--- config.mk ---
export PLATFORM = sky130hd
export DESIGN_NAME = spi_frame_link
export DESIGN_NICKNAME = d
export VERILOG_FILES = /design/src/spi_frame_link.sv
export VERILOG_INCLUDE_DIRS = /design/src /design/src/src
export SDC_FILE = /design/constraint.sdc
export NUM_CORES = 1
export LEC_CHECK = 0
export BUFFER_PORTS_ARGS = -buffer_cell sky130_fd_sc_hd__buf_2
export CAP_MARGIN = 20
export CELL_PAD_IN_SITES_DETAIL_PLACEMENT = 1
export CELL_PAD_IN_SITES_GLOBAL_PLACEMENT = 2
export CORE_MARGIN = 5
export CORE_UTILIZATION = 40
export DETAILED_ROUTE_END_ITERATION = 6
export PLACE_DENSITY = 0.85
export SYNTH_ARGS = -nofsm -noshare
export SYNTH_HDL_FRONTEND = slang
export SYNTH_SLANG_ARGS = --single-unit
--- constraint.sdc ---
create_clock -name clock -period 8 [get_ports clock]
set_input_delay 2.4 -clock clock [delete_from_list [all_inputs] [get_ports clock]]
set_output_delay 2.4 -clock clock [all_outputs]
set_load 0.05 [all_outputs]
--- src/myo_params.svh ---
// constants shared by the motor control core
// motor count and data widths, SPI timing and controller gain shift
// host register selects and the value returned for a bad read
`ifndef MYO_PARAMS_SVH
`define MYO_PARAMS_SVH

`define MYO_NUM_MOTORS 4
`define MYO_MOTOR_W 8
`define MYO_POS_W 32
`define MYO_PARAM_W 16
`define MYO_FRAME_W 32
`define MYO_SCK_HALF 2
`define MYO_GAIN_SHIFT 4

// per-motor selects live in the upper address byte
`define MYO_SEL_KP 8'h00
`define MYO_SEL_KI 8'h01
`define MYO_SEL_SP 8'h02
`define MYO_SEL_OUT_POS_MAX 8'h03
`define MYO_SEL_OUT_NEG_MAX 8'h04
`define MYO_SEL_INT_POS_MAX 8'h05
`define MYO_SEL_INT_NEG_MAX 8'h06
`define MYO_SEL_DEADBAND 8'h07
`define MYO_SEL_POSITION 8'h08
`define MYO_SEL_PWM 8'h09
`define MYO_SEL_CTRL_RESET 8'h0A
// global selects ignore the motor byte
`define MYO_SEL_SCAN_ENABLE 8'h10
`define MYO_SEL_UPDATE_PERIOD 8'h11

`define MYO_BAD_READ 32'hDEADBEEF

`endif
--- src/spi_frame_link.sv ---
// SPI master for the motor boards
// shifts one 32 bit full duplex frame, MSB first, SCK idle low,
// MOSI changes after falling edges and MISO is sampled on rising edges
`timescale 1ns/1ps
`include "myo_params.svh"

module spi_frame_link (
	input  logic clock,
	input  logic reset,
	input  logic start_i,
	input  logic [`MYO_MOTOR_W-1:0] motor_i,
	input  logic [`MYO_FRAME_W-1:0] tx_word_i,
	input  logic miso_i,
	output logic [`MYO_NUM_MOTORS-1:0] ss_n_o,
	output logic sck_o,
	output logic mosi_o,
	output logic frame_done_o,
	output logic signed [`MYO_POS_W-1:0] rx_position_o
);
	// two SCK half periods per bit
	localparam int HALVES = 2 * `MYO_FRAME_W;
	localparam int HALF_W = $clog2(HALVES);
	localparam int DIV_W = $clog2(`MYO_SCK_HALF + 1);

	logic active;
	logic [DIV_W-1:0] div_cnt;
	logic [HALF_W-1:0] half_cnt;
	logic half_end;
	logic last_half;
	logic [`MYO_FRAME_W-1:0] tx_sr;
	logic [`MYO_FRAME_W-1:0] rx_sr;
	logic [`MYO_NUM_MOTORS-1:0] ss_sel_n;

	assign half_end = div_cnt == DIV_W'(`MYO_SCK_HALF - 1);
	assign last_half = half_cnt == HALF_W'(HALVES - 1);
	// the first bit is already on MOSI when the select falls
	assign mosi_o = tx_sr[`MYO_FRAME_W-1];

	always_comb begin
		for (int i = 0; i < `MYO_NUM_MOTORS; i++) begin
			ss_sel_n[i] = motor_i != `MYO_MOTOR_W'(i);
		end
	end

	always_ff @(posedge clock or posedge reset) begin
		if (reset) begin
			active <= 1'b0;
			div_cnt <= '0;
			half_cnt <= '0;
			sck_o <= 1'b0;
			ss_n_o <= '1;
			frame_done_o <= 1'b0;
		end else begin
			frame_done_o <= 1'b0;
			if (!active) begin
				if (start_i) begin
					active <= 1'b1;
					div_cnt <= '0;
					half_cnt <= '0;
					ss_n_o <= ss_sel_n;
				end
			end else if (!half_end) begin
				div_cnt <= div_cnt + 1'b1;
			end else if (last_half) begin
				// select and clock release together at the end of the frame
				active <= 1'b0;
				sck_o <= 1'b0;
				ss_n_o <= '1;
				frame_done_o <= 1'b1;
			end else begin
				div_cnt <= '0;
				half_cnt <= half_cnt + 1'b1;
				sck_o <= ~sck_o;
			end
		end
	end

	always_ff @(posedge clock) begin
		if (start_i && !active) begin
			tx_sr <= tx_word_i;
		end else if (active && half_end && sck_o) begin
			// the falling SCK edge shifts the next bit out
			tx_sr <= {tx_sr[`MYO_FRAME_W-2:0], 1'b0};
		end
		if (active && half_end && !sck_o) begin
			// the rising SCK edge samples the board
			rx_sr <= {rx_sr[`MYO_FRAME_W-2:0], miso_i};
		end
		// held until the next frame ends
		if (active && half_end && last_half) begin
			rx_position_o <= rx_sr;
		end
	end

	a_one_select: assert property (@(posedge clock) disable iff (reset)
		active |-> $onehot(~ss_n_o))
		else $error("frame running without exactly one motor board selected");

	a_no_restart: assert property (@(posedge clock) disable iff (reset) start_i |-> !active)
		else $error("frame start while a frame is in progress");

endmodule

==> report_table.html, run 1 <==
<table>
<tr><th>Metric</th><th>Value</th></tr>
<tr><th colspan="2">Final layout</th></tr>
<tr><td>Share of final-layout standard cells stronger than drive strength 1</td><td>0.3011</td></tr>
<tr><td>Leading cell types in the layout, fill and taps excluded</td><td>sky130_fd_sc_hd__nand2_1 (101), sky130_fd_sc_hd__edfxtp_1 (96), sky130_fd_sc_hd__buf_2 (82)</td></tr>
<tr><td>Synthesis-to-layout area growth</td><td>20.54%</td></tr>
<tr><td>Layout Utilization</td><td>0.4951</td></tr>
<tr><td>Most common cell after layout, fill and taps aside</td><td>sky130_fd_sc_hd__nand2_1</td></tr>
<tr><td>Non-filler cells, final</td><td>505</td></tr>
<tr><td>Final layout net count</td><td>412</td></tr>
<tr><td>Number of inserted diodes</td><td>0</td></tr>
<tr><td>Filler instances</td><td>1044</td></tr>
<tr><th colspan="2">Clock network</th></tr>
<tr><td>Number of buffers created by CTS</td><td>9</td></tr>
<tr><td>Number of gates given a new drive strength after cts</td><td>0</td></tr>
<tr><td>Depth of the CTS H-tree</td><td>3</td></tr>
<tr><td>Clock tree root driver cell</td><td>sky130_fd_sc_hd__clkbuf_8</td></tr>
<tr><td>Bufs on Longest Clock Path</td><td>2</td></tr>
<tr><td>Clock network latency to the later pin of the worst-skew pair</td><td>between 300 and 400 ps</td></tr>
<tr><td>Total setup buffers inserted after CTS</td><td>0</td></tr>
<tr><td>Number of hold-repair buffers added at the cts stage</td><td>0</td></tr>
<tr><td>Clock Sink Count</td><td>111</td></tr>
<tr><td>TritonCTS clock tree</td><td>done</td></tr>
<tr><td>Worst-path clk slew</td><td>110 ps</td></tr>
<tr><th colspan="2">Setup path</th></tr>
<tr><td>Endpoint of the worst register-to-register path</td><td>rx_position_o[20]</td></tr>
<tr><td>Required time of the worst setup path</td><td>5600 ps</td></tr>
<tr><td>Count of buffering cells on the critical path with inverters included</td><td>1</td></tr>
<tr><td>Crit path kind</td><td>reg -&gt; out</td></tr>
<tr><td>Critical path cell sequence</td><td>buf_2</td></tr>
<tr><td>Critical register-to-register path startpoint</td><td>active</td></tr>
<tr><td>Startpoint types</td><td>register</td></tr>
<tr><td>Worst EP arrival</td><td>1170 ps</td></tr>
<tr><td>Reg-to-reg setup timing slack</td><td>~6000 ps</td></tr>
<tr><td>Slowest stage delay, CP</td><td>about 550 ps</td></tr>
<tr><td>Cell with the largest stage delay on the worst path</td><td>sky130_fd_sc_hd__dfstp_2</td></tr>
<tr><td>Worst reg2reg path depth</td><td>3</td></tr>
<tr><td>Biggest fanout along the worst timing path</td><td>2</td></tr>
<tr><td>Top cell family by delay on the critical path</td><td>flip-flops</td></tr>
<tr><td>Type of element capturing the critical path</td><td>output pin</td></tr>
<tr><th colspan="2">Detailed routing</th></tr>
<tr><td>Routed wire per std cell</td><td>15.98 um</td></tr>
<tr><td>Violation count after the first detailed-route iteration</td><td>~110</td></tr>
<tr><td>Count of TritonRoute iterations in the first routing pass</td><td>4</td></tr>
<tr><td>Via Count</td><td>2370</td></tr>
<tr><td>Number of antenna-violating nets in the routed design</td><td>0</td></tr>
<tr><td>Detailed-route DRC error count</td><td>0</td></tr>
<tr><td>Post-DR vias/cell</td><td>roughly 4.7</td></tr>
<tr><td>Total routed wirelength</td><td>~8100 um</td></tr>
<tr><th colspan="2">STA</th></tr>
<tr><td>Hold violation count in the final report</td><td>0</td></tr>
<tr><td>Clock tree skew after final layout</td><td>between 10 and 15 ps</td></tr>
<tr><td>Fin worst setup slack</td><td>4431 ps</td></tr>
<tr><td>RSZ-0062 raised after global routing</td><td>no</td></tr>
<tr><td>Upper clock frequency limit</td><td>0.2802 GHz</td></tr>
<tr><td>Final-layout setup total negative slack</td><td>0 ps</td></tr>
<tr><td>Max-slew violation count</td><td>0</td></tr>
<tr><td>Tightest Pin Transition</td><td>665.9 ps</td></tr>
<tr><td>Min Tclk post-route</td><td>around 3600 ps</td></tr>
<tr><td>Post-route clock period utilization</td><td>0.4461</td></tr>
<tr><td>Final-report setup violation count</td><td>0</td></tr>
<tr><td>Relative max-transition margin</td><td>0.5514</td></tr>
<tr><th colspan="2">Die</th></tr>
<tr><td>Core region area</td><td>approximately 0.0098 mm2</td></tr>
<tr><td>Die boundary height</td><td>between 100 and 150 um</td></tr>
<tr><td>Floorplan die area</td><td>0.01214 mm2</td></tr>
<tr><td>Initial Utilization</td><td>0.4108</td></tr>
<tr><td>Placement Rows</td><td>36</td></tr>
<tr><td>Number of top-level pins</td><td>83</td></tr>
<tr><td>Horizontal die dimension</td><td>110.2 um</td></tr>
<tr><th colspan="2">Placed design</th></tr>
<tr><td>Cell Count Post-Placement</td><td>between 400 and 500</td></tr>
<tr><td>Final HPWL DP</td><td>5411 um</td></tr>
<tr><td>Pre-CTS setup slack</td><td>between 4000 and 5000 ps</td></tr>
<tr><td>Number of buffers added on ports</td><td>slightly above 80</td></tr>
<tr><td>GP Congestion</td><td>0.7359</td></tr>
<tr><th colspan="2">Power and ir drop</th></tr>
<tr><td>Sw Share</td><td>0.3025</td></tr>
<tr><td>Lkg Pwr</td><td>1.934 nW</td></tr>
<tr><td>Sw power</td><td>496.9 uW</td></tr>
<tr><td>Portion of total power attributed to sequential cells</td><td>0.585</td></tr>
<tr><td>Max rail drop VDD</td><td>0.1286 mV</td></tr>
<tr><td>Pint</td><td>1.146 mW</td></tr>
<tr><td>Gate power share</td><td>0.182</td></tr>
<tr><td>Ratio of total power to cell area</td><td>339.4 mW/mm2</td></tr>
<tr><td>Overall power</td><td>1.642 mW</td></tr>
<tr><td>Share of total power in the clock network</td><td>0.234</td></tr>
<tr><th colspan="2">Synthesis</th></tr>
<tr><td>Per-instance average area after synthesis</td><td>14.44 um2</td></tr>
<tr><td>Netlist area before placement</td><td>between 0.004 and 0.005 mm2</td></tr>
<tr><td>Complex-gate fraction of the synthesized area</td><td>0.03272</td></tr>
<tr><td>Sequential fraction of the synthesis area</td><td>0.8127</td></tr>
<tr><td>Number of distinct library cell variants in the gate-level netlist after synthesis</td><td>30</td></tr>
<tr><td>Simple-gate share of the synthesized area</td><td>0.1380</td></tr>
<tr><td>Total of flip-flops plus latches after synthesis</td><td>111</td></tr>
<tr><td>Post-synthesis adder-cell area fraction</td><td>0.003116</td></tr>
<tr><td>XOR/XNOR Fraction of Synth Area</td><td>0</td></tr>
<tr><td>Dominant combinational cell family by area after synthesis</td><td>simple AND/OR/NAND/NOR gates</td></tr>
<tr><td>Post-Syn Nets</td><td>323</td></tr>
<tr><td>Multiplexer area fraction after synthesis</td><td>0</td></tr>
<tr><td>Cell count after synthesis</td><td>278</td></tr>
<tr><td>Yosys warning count</td><td>0</td></tr>
<tr><th colspan="2">Global routing</th></tr>
<tr><td>All-layer global routing usage</td><td>0.1407</td></tr>
<tr><td>Global-route wire length before repair</td><td>12740 um</td></tr>
<tr><td>Initial antenna violation count</td><td>0</td></tr>
<tr><td>Pin count of the biggest net entering global routing</td><td>38</td></tr>
<tr><td>Number of global-route vias before repair</td><td>approximately 2500</td></tr>
<tr><td>Remaining global-route overflow</td><td>0</td></tr>
<tr><th colspan="2">Hold path</th></tr>
<tr><td>Worst hold path depth</td><td>0</td></tr>
<tr><td>Hold Path Class</td><td>reg -&gt; reg</td></tr>
<tr><td>Hold Crit Endpoint</td><td>rx_position_o[31]</td></tr>
<tr><td>Worst hold start</td><td>rx_sr[31]</td></tr>
<tr><th colspan="2">Outcome</th></tr>
<tr><td>Result of the run</td><td>finished, final reports clean</td></tr>
<tr><th colspan="2">Job</th></tr>
<tr><td>Maximum capacitance violations</td><td>0</td></tr>
</table>
-- final cells by class --
cell class                      count  area (um2)  share of cell area
Sequential cell                   111        3263              0.6743
Multi-Input combinational cell    154       708.2              0.1463
Timing Repair Buffer               87       447.9             0.09255
Tap cell                          133       166.4             0.03438
Clock buffer                        9       123.9             0.02559
Clock inverter                      7       115.1             0.02378
Inverter                            4       15.01            0.003102
-- stage by stage --
step | cell area, um2 | hold WS [ps]
3_3_place_gp | 4601 | 405.2
5_1_grt | 4840 | 452.0
2_1_floorplan | 4015 | 400.3
6_report | 4840 | 432.4
3_5_place_dp | 4601 | 408.9
4_1_cts | 4840 | 435.0
-- kinds of logic (layout without fill, tap and decap cells) --
kind of cell,after synthesis,in the layout
AOI/OAI and AO/OA,19,19
and+or+nand+nor,134,134
adders and majority gates,1,1
DFF,111,111
buffers and inverters,13,107
-- worst max path at each step --
stage	startpoint	to	cells past startpoint
2_1_floorplan	start_i	tx_sr[0]	4
3_3_place_gp	start_i	tx_sr[29]	5
3_5_place_dp	start_i	tx_sr[16]	5
4_1_cts	ss_n_o[3]	ss_n_o[3]	1
5_1_grt	ss_n_o[3]	ss_n_o[3]	1
6_report	ss_n_o[3]	ss_n_o[3]	1
-- cell usage after synthesis, drive strengths merged --
master	n	area, um2
o211ai	1	7.510
o21ai	4	20.02
nor3	4	20.02
o31ai	1	21.27
nor2	13	48.80
and3b	1	8.760
a2bb2oi	1	8.760
inv	4	15.01
and2	1	6.260
nand3	5	25.02
nor4	1	6.260
or3	1	6.260
nand4	1	12.51
a211oi	1	7.510
buf	2	12.51
nand2	101	379.1
edfxtp	96	2883
a21oi	4	20.02
or3b	1	8.760
nand2b	1	6.260
nand3b	1	7.510
a311oi	1	8.760
and3	2	12.51
ha	1	12.51
a31oi	6	37.54
dfstp	4	105.1
dfrtp	11	275.3
nor2b	1	6.260
clkbuf	7	26.28
-- state kept, by name, indices dropped and copies added (netlist names) --
name,count
rx_position_o,32
rx_sr,32
tx_sr,32
half_cnt,6
ss_n_o,4
div_cnt,2
active,1
frame_done_o,1
sck_o,1
-- power by group through the flow --
stage | logic (mW) | clock network, mW | registers [mW]
finish | 0.298 | 0.384 | 0.960
global route | 0.337 | 0.423 | 0.980
CTS | 0.307 | 0.396 | 0.964
detailed placement | 0.306 | 0 | 0.975
global placement | 0.292 | 0 | 0.959
floorplan | 0.177 | 0 | 0.986
-- worst register-to-register path, cell delays in order, from the launching register on --
cell	delay, ps
sky130_fd_sc_hd__dfrtp_1	600
sky130_fd_sc_hd__nand3b_1	380
sky130_fd_sc_hd__nor3_2	270
sky130_fd_sc_hd__buf_4	430
-- layer usage --
metal | routed length (um) | track usage | vias to the layer above | part of all wire
met3 | 308 | 0.03378 | 9 | 0.038
li1 | - | - | 1155 | -
met1 | 3484 | 0.1777 | 1167 | 0.43
met5 | 0 | 0 | - | 0
met2 | 4141 | 0.2344 | 39 | 0.51
met4 | 136 | 0.05541 | 0 | 0.017
Note: power is estimated with default switching activity, not from simulation.
==> run 2, diff against run 1 <==
Settings changed: ABC_AREA from default to 1, CORE_UTILIZATION 40 to 35, PLACE_DENSITY 0.85 to 0.76.
Clock period 8 ns to 3.05 ns, I/O delays scaled along.
==> run 2 against run 1 <==
Die area is 17% higher. First-iteration DRC count is 40% higher. Final area is 5.1% higher. Via count is 5.9% lower. Largest power group unchanged.
==> report_table.html, run 2 <==
<table>
<tr><th>Metric</th><th>Value</th></tr>
<tr><th colspan="2">Outcome</th></tr>
<tr><td>Result of the run</td><td>finished, final reports clean</td></tr>
<tr><th colspan="2">Detailed routing</th></tr>
<tr><td>Detailed-route DRC error count</td><td>0 (unchanged)</td></tr>
<tr><td>Routed wire per std cell</td><td>15.82 um (-1.0%)</td></tr>
<tr><td>Post-DR vias/cell</td><td>4.605 (-1.9%)</td></tr>
<tr><td>Via Count</td><td>2229 (-5.9%)</td></tr>
<tr><td>Number of antenna-violating nets in the routed design</td><td>0 (unchanged)</td></tr>
<tr><td>Total routed wirelength</td><td>7657 um (-5.1%)</td></tr>
<tr><td>Violation count after the first detailed-route iteration</td><td>153 (+40%)</td></tr>
<tr><td>Count of TritonRoute iterations in the first routing pass</td><td>4 (unchanged)</td></tr>
<tr><th colspan="2">Synthesis</th></tr>
<tr><td>Top-area cell type share of the netlist area</td><td>0.6913 (-0.02671)</td></tr>
<tr><td>Per-instance average area after synthesis</td><td>17.02 um2 (+18%)</td></tr>
<tr><td>Ys flop type</td><td>sky130_fd_sc_hd__edfxtp_1</td></tr>
<tr><td>Post-Syn Nets</td><td>290 (-10%)</td></tr>
<tr><td>Number of distinct library cell variants in the gate-level netlist after synthesis</td><td>24 (-20%)</td></tr>
<tr><td>Netlist area before placement</td><td>0.004170 mm2 (+3.9%)</td></tr>
<tr><td>Post-synthesis adder-cell area fraction</td><td>0.003000 (-0.0001159)</td></tr>
<tr><td>Dominant combinational cell family by area after synthesis</td><td>multiplexers</td></tr>
<tr><td>Simple-gate share of the synthesized area</td><td>0.07081 (-0.06724)</td></tr>
<tr><td>Synth async-reset ratio</td><td>0.1351 (unchanged)</td></tr>
<tr><td>Yosys warning count</td><td>0 (unchanged)</td></tr>
<tr><td>Cell count after synthesis</td><td>245 (-12%)</td></tr>
<tr><td>Dominant cell by count in the synthesized netlist</td><td>sky130_fd_sc_hd__edfxtp_1</td></tr>
<tr><td>Total of flip-flops plus latches after synthesis</td><td>111 (unchanged)</td></tr>
<tr><td>Top area cells in the synthesized netlist</td><td>sky130_fd_sc_hd__edfxtp_1 (69%), sky130_fd_sc_hd__dfrtp_1 (6.6%), sky130_fd_sc_hd__mux2_2 (4.9%)</td></tr>
<tr><td>Sequential fraction of the synthesis area</td><td>0.7825 (-0.03024)</td></tr>
<tr><td>Leading post-synthesis cells by instance count</td><td>sky130_fd_sc_hd__edfxtp_1 (96), sky130_fd_sc_hd__nand2_1 (34), sky130_fd_sc_hd__inv_1 (20)</td></tr>
<tr><td>Largest area contributor in the netlist</td><td>sky130_fd_sc_hd__edfxtp_1</td></tr>
<tr><td>Number of synthesized flops with an enable pin</td><td>96 (unchanged)</td></tr>
<tr><td>Multiplexer area fraction after synthesis</td><td>0.09541 (+0.09541)</td></tr>
<tr><td>Complex-gate fraction of the synthesized area</td><td>0.01350 (-0.01922)</td></tr>
<tr><td>XOR/XNOR Fraction of Synth Area</td><td>0 (unchanged)</td></tr>
<tr><th colspan="2">Hold path</th></tr>
<tr><td>Worst hold start</td><td>rx_sr[31]</td></tr>
<tr><td>Hold Crit Endpoint</td><td>rx_position_o[31]</td></tr>
<tr><td>Hold Path Class</td><td>reg -&gt; reg</td></tr>
<tr><td>Worst hold path depth</td><td>0 (unchanged)</td></tr>
<tr><th colspan="2">Setup path</th></tr>
<tr><td>Biggest fanout along the worst timing path</td><td>32 (+30)</td></tr>
<tr><td>Worst reg2reg path depth</td><td>4 (+1)</td></tr>
<tr><td>Critical register-to-register path startpoint</td><td>active</td></tr>
<tr><td>Reg-to-reg setup timing slack</td><td>930 ps (-5040 ps)</td></tr>
<tr><td>Worst EP arrival</td><td>2090 ps (+920 ps)</td></tr>
<tr><td>Crit path kind</td><td>reg -&gt; reg</td></tr>
<tr><td>Type of element capturing the critical path</td><td>register</td></tr>
<tr><td>Startpoint types</td><td>register</td></tr>
<tr><td>Endpoint of the worst register-to-register path</td><td>tx_sr[8]</td></tr>
<tr><td>Required time of the worst setup path</td><td>3020 ps (-2580 ps)</td></tr>
<tr><th colspan="2">Global routing</th></tr>
<tr><td>Number of global-route vias before repair</td><td>2375 (-4.3%)</td></tr>
<tr><td>Global-route wire length before repair</td><td>12470 um (-2.1%)</td></tr>
<tr><td>Remaining global-route overflow</td><td>0 (unchanged)</td></tr>
<tr><td>Initial antenna violation count</td><td>0 (unchanged)</td></tr>
<tr><td>Pin count of the biggest net entering global routing</td><td>33 (-13%)</td></tr>
<tr><td>All-layer global routing usage</td><td>0.1132 (-0.02751)</td></tr>
<tr><th colspan="2">STA</th></tr>
<tr><td>RSZ-0062 raised after global routing</td><td>no</td></tr>
<tr><td>Upper clock frequency limit</td><td>roughly 0.47 GHz</td></tr>
<tr><td>Tightest Pin Transition</td><td>977.3 ps (+311.4 ps)</td></tr>
<tr><td>Final-report setup violation count</td><td>0 (unchanged)</td></tr>
<tr><td>Clock tree skew after final layout</td><td>4.865 ps (-7.510 ps)</td></tr>
<tr><td>Final-layout worst hold slack</td><td>433.9 ps (+1.561 ps)</td></tr>
<tr><td>Max-slew violation count</td><td>0 (unchanged)</td></tr>
<tr><td>Post-route clock period utilization</td><td>0.6946</td></tr>
<tr><td>Fin worst setup slack</td><td>931.5 ps (-3500 ps)</td></tr>
<tr><td>Relative max-transition margin</td><td>0.3460 (-0.2053)</td></tr>
<tr><td>Final-layout setup total negative slack</td><td>0 ps (unchanged)</td></tr>
<tr><td>Min Tclk post-route</td><td>between 2000 and 2500 ps</td></tr>
<tr><td>Hold violation count in the final report</td><td>0 (unchanged)</td></tr>
<tr><th colspan="2">Die</th></tr>
<tr><td>Core region area</td><td>0.01156 mm2 (+18%)</td></tr>
<tr><td>Floorplan die area</td><td>0.01420 mm2 (+17%)</td></tr>
<tr><td>Placement Rows</td><td>39 (+8.3%)</td></tr>
<tr><td>Die boundary height</td><td>119.2 um (+8.1%)</td></tr>
<tr><td>Number of top-level pins</td><td>83 (unchanged)</td></tr>
<tr><td>Horizontal die dimension</td><td>119.2 um (+8.1%)</td></tr>
<tr><td>Initial Utilization</td><td>0.3606 (-0.05018)</td></tr>
<tr><th colspan="2">Clock network</th></tr>
<tr><td>Number of gates given a new drive strength after cts</td><td>0 (unchanged)</td></tr>
<tr><td>Number of hold-repair buffers added at the cts stage</td><td>0 (unchanged)</td></tr>
<tr><td>Worst-path clk slew</td><td>80 ps (-30 ps)</td></tr>
<tr><td>Clock network latency to the later pin of the worst-skew pair</td><td>350 ps (-20 ps)</td></tr>
<tr><td>Number of buffers created by CTS</td><td>9 (unchanged)</td></tr>
<tr><td>Total setup buffers inserted after CTS</td><td>0 (unchanged)</td></tr>
<tr><td>Clock Sink Count</td><td>111 (unchanged)</td></tr>
<tr><td>Bufs on Longest Clock Path</td><td>2 (unchanged)</td></tr>
<tr><td>TritonCTS clock tree</td><td>done</td></tr>
<tr><td>Clock tree root driver cell</td><td>sky130_fd_sc_hd__clkbuf_16</td></tr>
<tr><td>Depth of the CTS H-tree</td><td>3 (unchanged)</td></tr>
<tr><th colspan="2">Placed design</th></tr>
<tr><td>Pre-CTS setup slack</td><td>748.5 ps (-3567 ps)</td></tr>
<tr><td>Final HPWL DP</td><td>5300 um (-2.0%)</td></tr>
<tr><td>Number of buffers added on ports</td><td>82 (unchanged)</td></tr>
<tr><td>GP Congestion</td><td>0.7421 (+0.84%)</td></tr>
<tr><th colspan="2">Final layout</th></tr>
<tr><td>Leading cell types in the layout, fill and taps excluded</td><td>sky130_fd_sc_hd__edfxtp_1 (96), sky130_fd_sc_hd__buf_2 (82), sky130_fd_sc_hd__nand2_1 (34)</td></tr>
<tr><td>Most common cell after layout, fill and taps aside</td><td>sky130_fd_sc_hd__edfxtp_1</td></tr>
<tr><td>Top Registers</td><td>rx_position_o: 32 flops, rx_sr: 32 flops, tx_sr: 32 flops</td></tr>
<tr><td>Sequential cell area</td><td>0.003263 mm2 (unchanged)</td></tr>
<tr><td>Filler instances</td><td>1168 (+12%)</td></tr>
<tr><td>Synthesis-to-layout area growth</td><td>22.02%</td></tr>
<tr><td>Final layout net count</td><td>381 (-7.5%)</td></tr>
<tr><td>Number of inserted diodes</td><td>0 (unchanged)</td></tr>
<tr><td>Footprint of the multi-input gates</td><td>780.7 um2 (+10%)</td></tr>
<tr><td>Share of final-layout standard cells stronger than drive strength 1</td><td>0.4282 (+0.1271)</td></tr>
<tr><th colspan="2">Power and ir drop</th></tr>
<tr><td>Ratio of total power to cell area</td><td>760.5 mW/mm2 (+120%)</td></tr>
<tr><td>Lkg Pwr</td><td>2.072 nW (+7.2%)</td></tr>
<tr><td>Max rail drop VDD</td><td>0.2503 mV (+95%)</td></tr>
<tr><th colspan="2">Job</th></tr>
<tr><td>Maximum capacitance violations</td><td>0 (unchanged)</td></tr>
</table>
## run 2: cell types whose count changed after synthesis, sizes merged, moves of 3 or more
cell    change
mux2       +31
nand3      +11
buf         +3
nor2        -3
inv        +17
a21oi       -3
nand2      -66
a31oi       -5
clkbuf      -7
## run 2: kinds of logic (layout without fill, tap and decap cells)
logic type,after synthesis,after routing
simple gates,66,66
compound gates,10,10
buf+inv,26,122
fa+ha+maj,1,1
flops,111,111
mux,31,31
## run 2: cell type report
| cell class | instances | share of cell area |
|---|---|---|
| Multi-Input combinational cell | 108 | 0.1534 |
| Clock inverter | 7 | 0.02139 |
| Clock buffer | 9 | 0.04426 |
| Inverter | 21 | 0.01697 |
| Tap cell | 143 | 0.03516 |
| Sequential cell | 111 | 0.6413 |
| Timing Repair Buffer | 85 | 0.08753 |
## run 2: report_power, final
part / switching, mW / internal [mW]
Clock: 0.560 / 0.741
Combinational: 0.279 / 0.176
Sequential: 0.123 / 1.99
## run 2: routing by layer
layer / vias to the layer above / global-route usage / wire length, um
li1: 1063 / - / -
met1: 1094 / 0.1422 / 3420
met2: 61 / 0.1780 / 3664
met3: 11 / 0.03412 / 434
met4: 0 / 0.05648 / 138
met5: - / 0 / 0
## run 2: metrics by stage
stage	cell area (um2)	total power [mW]	cells	utilization
finish	5089	3.870	484	0.4400
global route	5089	4.067	484	0.4400
CTS	5089	3.928	484	0.4400
detailed placement	4755	2.615	468	0.4111
global placement	4755	2.579	468	0.4111
floorplan	4170	2.434	245	-
## run 2: worst max-delay path, cell delays in order, from the launching register on
cell                      delay [ps]
sky130_fd_sc_hd__dfrtp_1         580
sky130_fd_sc_hd__inv_8            60
sky130_fd_sc_hd__nor2_2          180
sky130_fd_sc_hd__inv_1           140
sky130_fd_sc_hd__o21ai_4         780
## run 2: how the worst max path moves through the flow
stage	startpoint	to	slack (ps)
global route	active	tx_sr[3]	750
detailed placement	start_i	tx_sr[6]	750
global placement	start_i	tx_sr[10]	800
floorplan	sck_o	tx_sr[0]	370
finish	active	tx_sr[8]	930
CTS	active	tx_sr[8]	870
==> run 3, diff against run 2 <==
Clock period 3.05 ns to 1.8 ns, I/O delays scaled along.
==> run 3 against run 2 <==
Power up 66%. Final area up 0.86%. Clock-buffer cell count unchanged. Via count up 0.36%. Highest routed layer unchanged. Sequential cell count unchanged. Utilization up 0.38 points. Global-route usage down 0.33 points. Critical path depth down 3. Cell count up 0.83%. Non-clock buffer count up 4.
==> report_table.html, run 3 (synthesized netlist as in run 2, its figures left out) <==
<table>
<tr><th>Metric</th><th>Value</th></tr>
<tr><th colspan="2">Clock network</th></tr>
<tr><td>Total setup buffers inserted after CTS</td><td>0 (unchanged)</td></tr>
<tr><td>Number of buffers created by CTS</td><td>9 (unchanged)</td></tr>
<tr><td>Clock network latency to the later pin of the worst-skew pair</td><td>340 ps (about the same)</td></tr>
<tr><td>TritonCTS clock tree</td><td>done</td></tr>
<tr><td>Bufs on Longest Clock Path</td><td>2 (unchanged)</td></tr>
<tr><td>Worst-path clk slew</td><td>70 ps (about the same)</td></tr>
<tr><td>Clock Sink Count</td><td>111 (unchanged)</td></tr>
<tr><td>Number of gates given a new drive strength after cts</td><td>0 (unchanged)</td></tr>
<tr><td>Clock tree root driver cell</td><td>sky130_fd_sc_hd__clkbuf_16</td></tr>
<tr><td>Depth of the CTS H-tree</td><td>3 (unchanged)</td></tr>
<tr><td>Number of hold-repair buffers added at the cts stage</td><td>0 (unchanged)</td></tr>
<tr><th colspan="2">STA</th></tr>
<tr><td>Min Tclk post-route</td><td>1691 ps</td></tr>
<tr><td>Upper clock frequency limit</td><td>0.5914 GHz</td></tr>
<tr><td>Tightest Pin Transition</td><td>636.4 ps (-340.9 ps)</td></tr>
<tr><td>Fin worst setup slack</td><td>109.0 ps (-822.5 ps)</td></tr>
<tr><td>Relative max-transition margin</td><td>0.5753 (+0.2293)</td></tr>
<tr><td>RSZ-0062 raised after global routing</td><td>no</td></tr>
<tr><td>Max-slew violation count</td><td>0 (unchanged)</td></tr>
<tr><td>Final-report setup violation count</td><td>0 (unchanged)</td></tr>
<tr><td>Post-route clock period utilization</td><td>0.9395</td></tr>
<tr><td>Clock tree skew after final layout</td><td>8.837 ps (+3.972 ps)</td></tr>
<tr><td>Final-layout setup total negative slack</td><td>0 ps (unchanged)</td></tr>
<tr><td>Hold violation count in the final report</td><td>0 (unchanged)</td></tr>
<tr><th colspan="2">Detailed routing</th></tr>
<tr><td>Number of antenna-violating nets in the routed design</td><td>0 (unchanged)</td></tr>
<tr><td>Met2 routed wirelength</td><td>3393 um (-7.4%)</td></tr>
<tr><td>Top routing layer used</td><td>met4</td></tr>
<tr><td>Total routed wirelength</td><td>7535 um (-1.6%)</td></tr>
<tr><td>Violation count after the first detailed-route iteration</td><td>204 (+33%)</td></tr>
<tr><td>Metal3 WL</td><td>499 um (+15%)</td></tr>
<tr><td>Post-DR vias/cell</td><td>4.584 (-0.46%)</td></tr>
<tr><td>Detailed-route DRC error count</td><td>0 (unchanged)</td></tr>
<tr><td>DRT met1 WL</td><td>3511 um (+2.7%)</td></tr>
<tr><td>Count of TritonRoute iterations in the first routing pass</td><td>4 (unchanged)</td></tr>
<tr><td>Routed wire per std cell</td><td>15.44 um (-2.4%)</td></tr>
<tr><td>Via Count</td><td>2237 (+0.36%)</td></tr>
<tr><th colspan="2">Power and ir drop</th></tr>
<tr><td>Pint</td><td>4.816 mW (+66%)</td></tr>
<tr><td>Portion of total power attributed to sequential cells</td><td>0.556 (+0.010)</td></tr>
<tr><td>Gate power share</td><td>0.129 (+0.011)</td></tr>
<tr><td>Ratio of total power to cell area</td><td>1253 mW/mm2 (+65%)</td></tr>
<tr><td>Sw power</td><td>1.613 mW (+68%)</td></tr>
<tr><td>Max rail drop VDD</td><td>0.4241 mV (+69%)</td></tr>
<tr><td>Share of total power in the clock network</td><td>0.315 (-0.021)</td></tr>
<tr><td>Lkg Pwr</td><td>2.068 nW (-0.21%)</td></tr>
<tr><td>Sw Share</td><td>0.2509 (+0.002147)</td></tr>
<tr><td>Overall power</td><td>6.429 mW (+66%)</td></tr>
<tr><th colspan="2">Setup path</th></tr>
<tr><td>Required time of the worst setup path</td><td>1260 ps (-1760 ps)</td></tr>
<tr><td>Worst setup path startpoint</td><td>ss_n_o[2]</td></tr>
<tr><td>Type of element capturing the critical path</td><td>output pin</td></tr>
<tr><td>Cell with the largest stage delay on the worst path</td><td>sky130_fd_sc_hd__dfstp_2</td></tr>
<tr><td>Biggest fanout along the worst timing path</td><td>2 (-94%)</td></tr>
<tr><td>Critical path cell sequence</td><td>buf_2</td></tr>
<tr><td>Worst reg2reg path depth</td><td>6 (+2)</td></tr>
<tr><td>Crit path kind</td><td>reg -&gt; out</td></tr>
<tr><td>Instance count on the critical path</td><td>1 (-3)</td></tr>
<tr><td>Count of buffering cells on the critical path with inverters included</td><td>1 (-1)</td></tr>
<tr><td>Critical register-to-register path startpoint</td><td>half_cnt[0]</td></tr>
<tr><td>Endpoint of the worst register-to-register path</td><td>rx_position_o[19]</td></tr>
<tr><td>Reg-to-reg setup timing slack</td><td>170 ps (-760 ps)</td></tr>
<tr><td>Worst EP arrival</td><td>1150 ps (-940 ps)</td></tr>
<tr><td>Slowest stage delay, CP</td><td>550 ps (-230 ps)</td></tr>
<tr><td>Startpoint types</td><td>register</td></tr>
<tr><td>Capturing instance or port of the critical path</td><td>ss_n_o[2]</td></tr>
<tr><td>Top cell family by delay on the critical path</td><td>flip-flops</td></tr>
<tr><th colspan="2">Die</th></tr>
<tr><td>Horizontal die dimension</td><td>119.2 um (unchanged)</td></tr>
<tr><td>Number of top-level pins</td><td>83 (unchanged)</td></tr>
<tr><td>Die boundary height</td><td>119.2 um (unchanged)</td></tr>
<tr><td>Placement Rows</td><td>39 (unchanged)</td></tr>
<tr><td>Floorplan die area</td><td>0.01420 mm2 (unchanged)</td></tr>
<tr><td>Initial Utilization</td><td>0.3606 (unchanged)</td></tr>
<tr><td>Core region area</td><td>0.01156 mm2 (unchanged)</td></tr>
<tr><th colspan="2">Global routing</th></tr>
<tr><td>Pin count of the biggest net entering global routing</td><td>39 (+18%)</td></tr>
<tr><td>Initial antenna violation count</td><td>0 (unchanged)</td></tr>
<tr><td>All-layer global routing usage</td><td>0.1098 (-0.003338)</td></tr>
<tr><td>Global-route wire length before repair</td><td>12210 um (-2.0%)</td></tr>
<tr><td>Remaining global-route overflow</td><td>0 (unchanged)</td></tr>
<tr><td>Number of global-route vias before repair</td><td>2383 (+0.34%)</td></tr>
<tr><th colspan="2">Final layout</th></tr>
<tr><td>Leading cell types in the layout, fill and taps excluded</td><td>sky130_fd_sc_hd__edfxtp_1 (96), sky130_fd_sc_hd__buf_2 (82), sky130_fd_sc_hd__nand2_1 (34)</td></tr>
<tr><td>Share of final-layout standard cells stronger than drive strength 1</td><td>0.4377 (+0.009529)</td></tr>
<tr><td>Final layout net count</td><td>385 (+1.0%)</td></tr>
<tr><td>Top Registers</td><td>rx_position_o: 32 flops, rx_sr: 32 flops, tx_sr: 32 flops</td></tr>
<tr><td>Filler instances</td><td>1163 (-0.43%)</td></tr>
<tr><td>Most common cell after layout, fill and taps aside</td><td>sky130_fd_sc_hd__edfxtp_1</td></tr>
<tr><td>Synthesis-to-layout area growth</td><td>23.07%</td></tr>
<tr><td>Number of inserted diodes</td><td>0 (unchanged)</td></tr>
<tr><th colspan="2">Hold path</th></tr>
<tr><td>Hold Path Class</td><td>in -&gt; async</td></tr>
<tr><th colspan="2">Placed design</th></tr>
<tr><td>Final HPWL DP</td><td>5224 um (-1.4%)</td></tr>
<tr><td>Number of buffers added on ports</td><td>82 (unchanged)</td></tr>
<tr><td>Pre-CTS setup slack</td><td>170.9 ps (-577.5 ps)</td></tr>
<tr><td>GP Congestion</td><td>0.7376 (-0.61%)</td></tr>
<tr><th colspan="2">Outcome</th></tr>
<tr><td>Result of the run</td><td>finished, final reports clean</td></tr>
<tr><th colspan="2">Job</th></tr>
<tr><td>Maximum capacitance violations</td><td>0 (unchanged)</td></tr>
</table>
run 3: cell types whose count changed in the layout (fill, tap and decap cells not counted):
cell                         before  now
sky130_fd_sc_hd__buf_12           1    4
sky130_fd_sc_hd__buf_4            2    3
sky130_fd_sc_hd__bufinv_16        2    1
sky130_fd_sc_hd__clkinv_1         0    1
sky130_fd_sc_hd__clkinvlp_4       0    3
sky130_fd_sc_hd__dfrtp_1         11   10
sky130_fd_sc_hd__dfrtp_2          0    1
sky130_fd_sc_hd__inv_1           20   19
sky130_fd_sc_hd__inv_6            3    1
run 3: final cells by class:
type	count	area (um2)	share of cell area
Sequential cell	111	3264	0.6360
Multi-Input combinational cell	108	780.7	0.1521
Timing Repair Buffer	89	513.0	0.09995
Clock buffer	9	225.2	0.04388
Tap cell	143	178.9	0.03486
Inverter	21	90.09	0.01755
Clock inverter	7	80.08	0.01560
run 3: worst min path at each step:
stage                    from  slack [ps]  cells after the start           endpoint
finish                  reset         270                      2        half_cnt[4]
global route            reset         310                      2       frame_done_o
CTS                     reset         270                      2             active
detailed placement   rx_sr[2]         430                      0   rx_position_o[2]
global placement    rx_sr[31]         410                      0  rx_position_o[31]
floorplan           rx_sr[31]         400                      0  rx_position_o[31]
run 3: worst reg2reg max path: cells and delay by family (launching register included):
family,cells,cell delay (ps)
AND/OR/NAND/NOR,3,410
adder cells (fa/ha/maj),1,200
buffers and inverters,2,300
flip-flops,1,400
run 3: power groups by stage:
stage | registers [mW] | clock network [mW] | logic (mW)
2_1_floorplan | 3.65 | 0 | 0.487
3_3_place_gp | 3.61 | 0 | 0.817
3_5_place_dp | 3.63 | 0 | 0.852
4_1_cts | 3.58 | 2.08 | 0.852
5_1_grt | 3.62 | 2.22 | 0.921
6_report | 3.58 | 2.02 | 0.832
run 3: stage by stage:
| stage | util | hold WS [ps] | instances | area (um2) |
|---|---|---|---|---|
| 2_1_floorplan | - | 400.3 | 245 | 4194 |
| 3_3_place_gp | 0.4174 | 406.5 | 472 | 4827 |
| 3_5_place_dp | 0.4174 | 431.0 | 472 | 4827 |
| 4_1_cts | 0.4438 | 271.8 | 488 | 5132 |
| 5_1_grt | 0.4438 | 311.3 | 488 | 5132 |
| 6_report | 0.4438 | 268.5 | 488 | 5132 |
run 3: per-layer routing:
layer	track usage	vias up
met3	0.03460	9
li1	-	1070
met5	0	-
met2	0.1635	71
met1	0.1481	1087
met4	0.04779	0
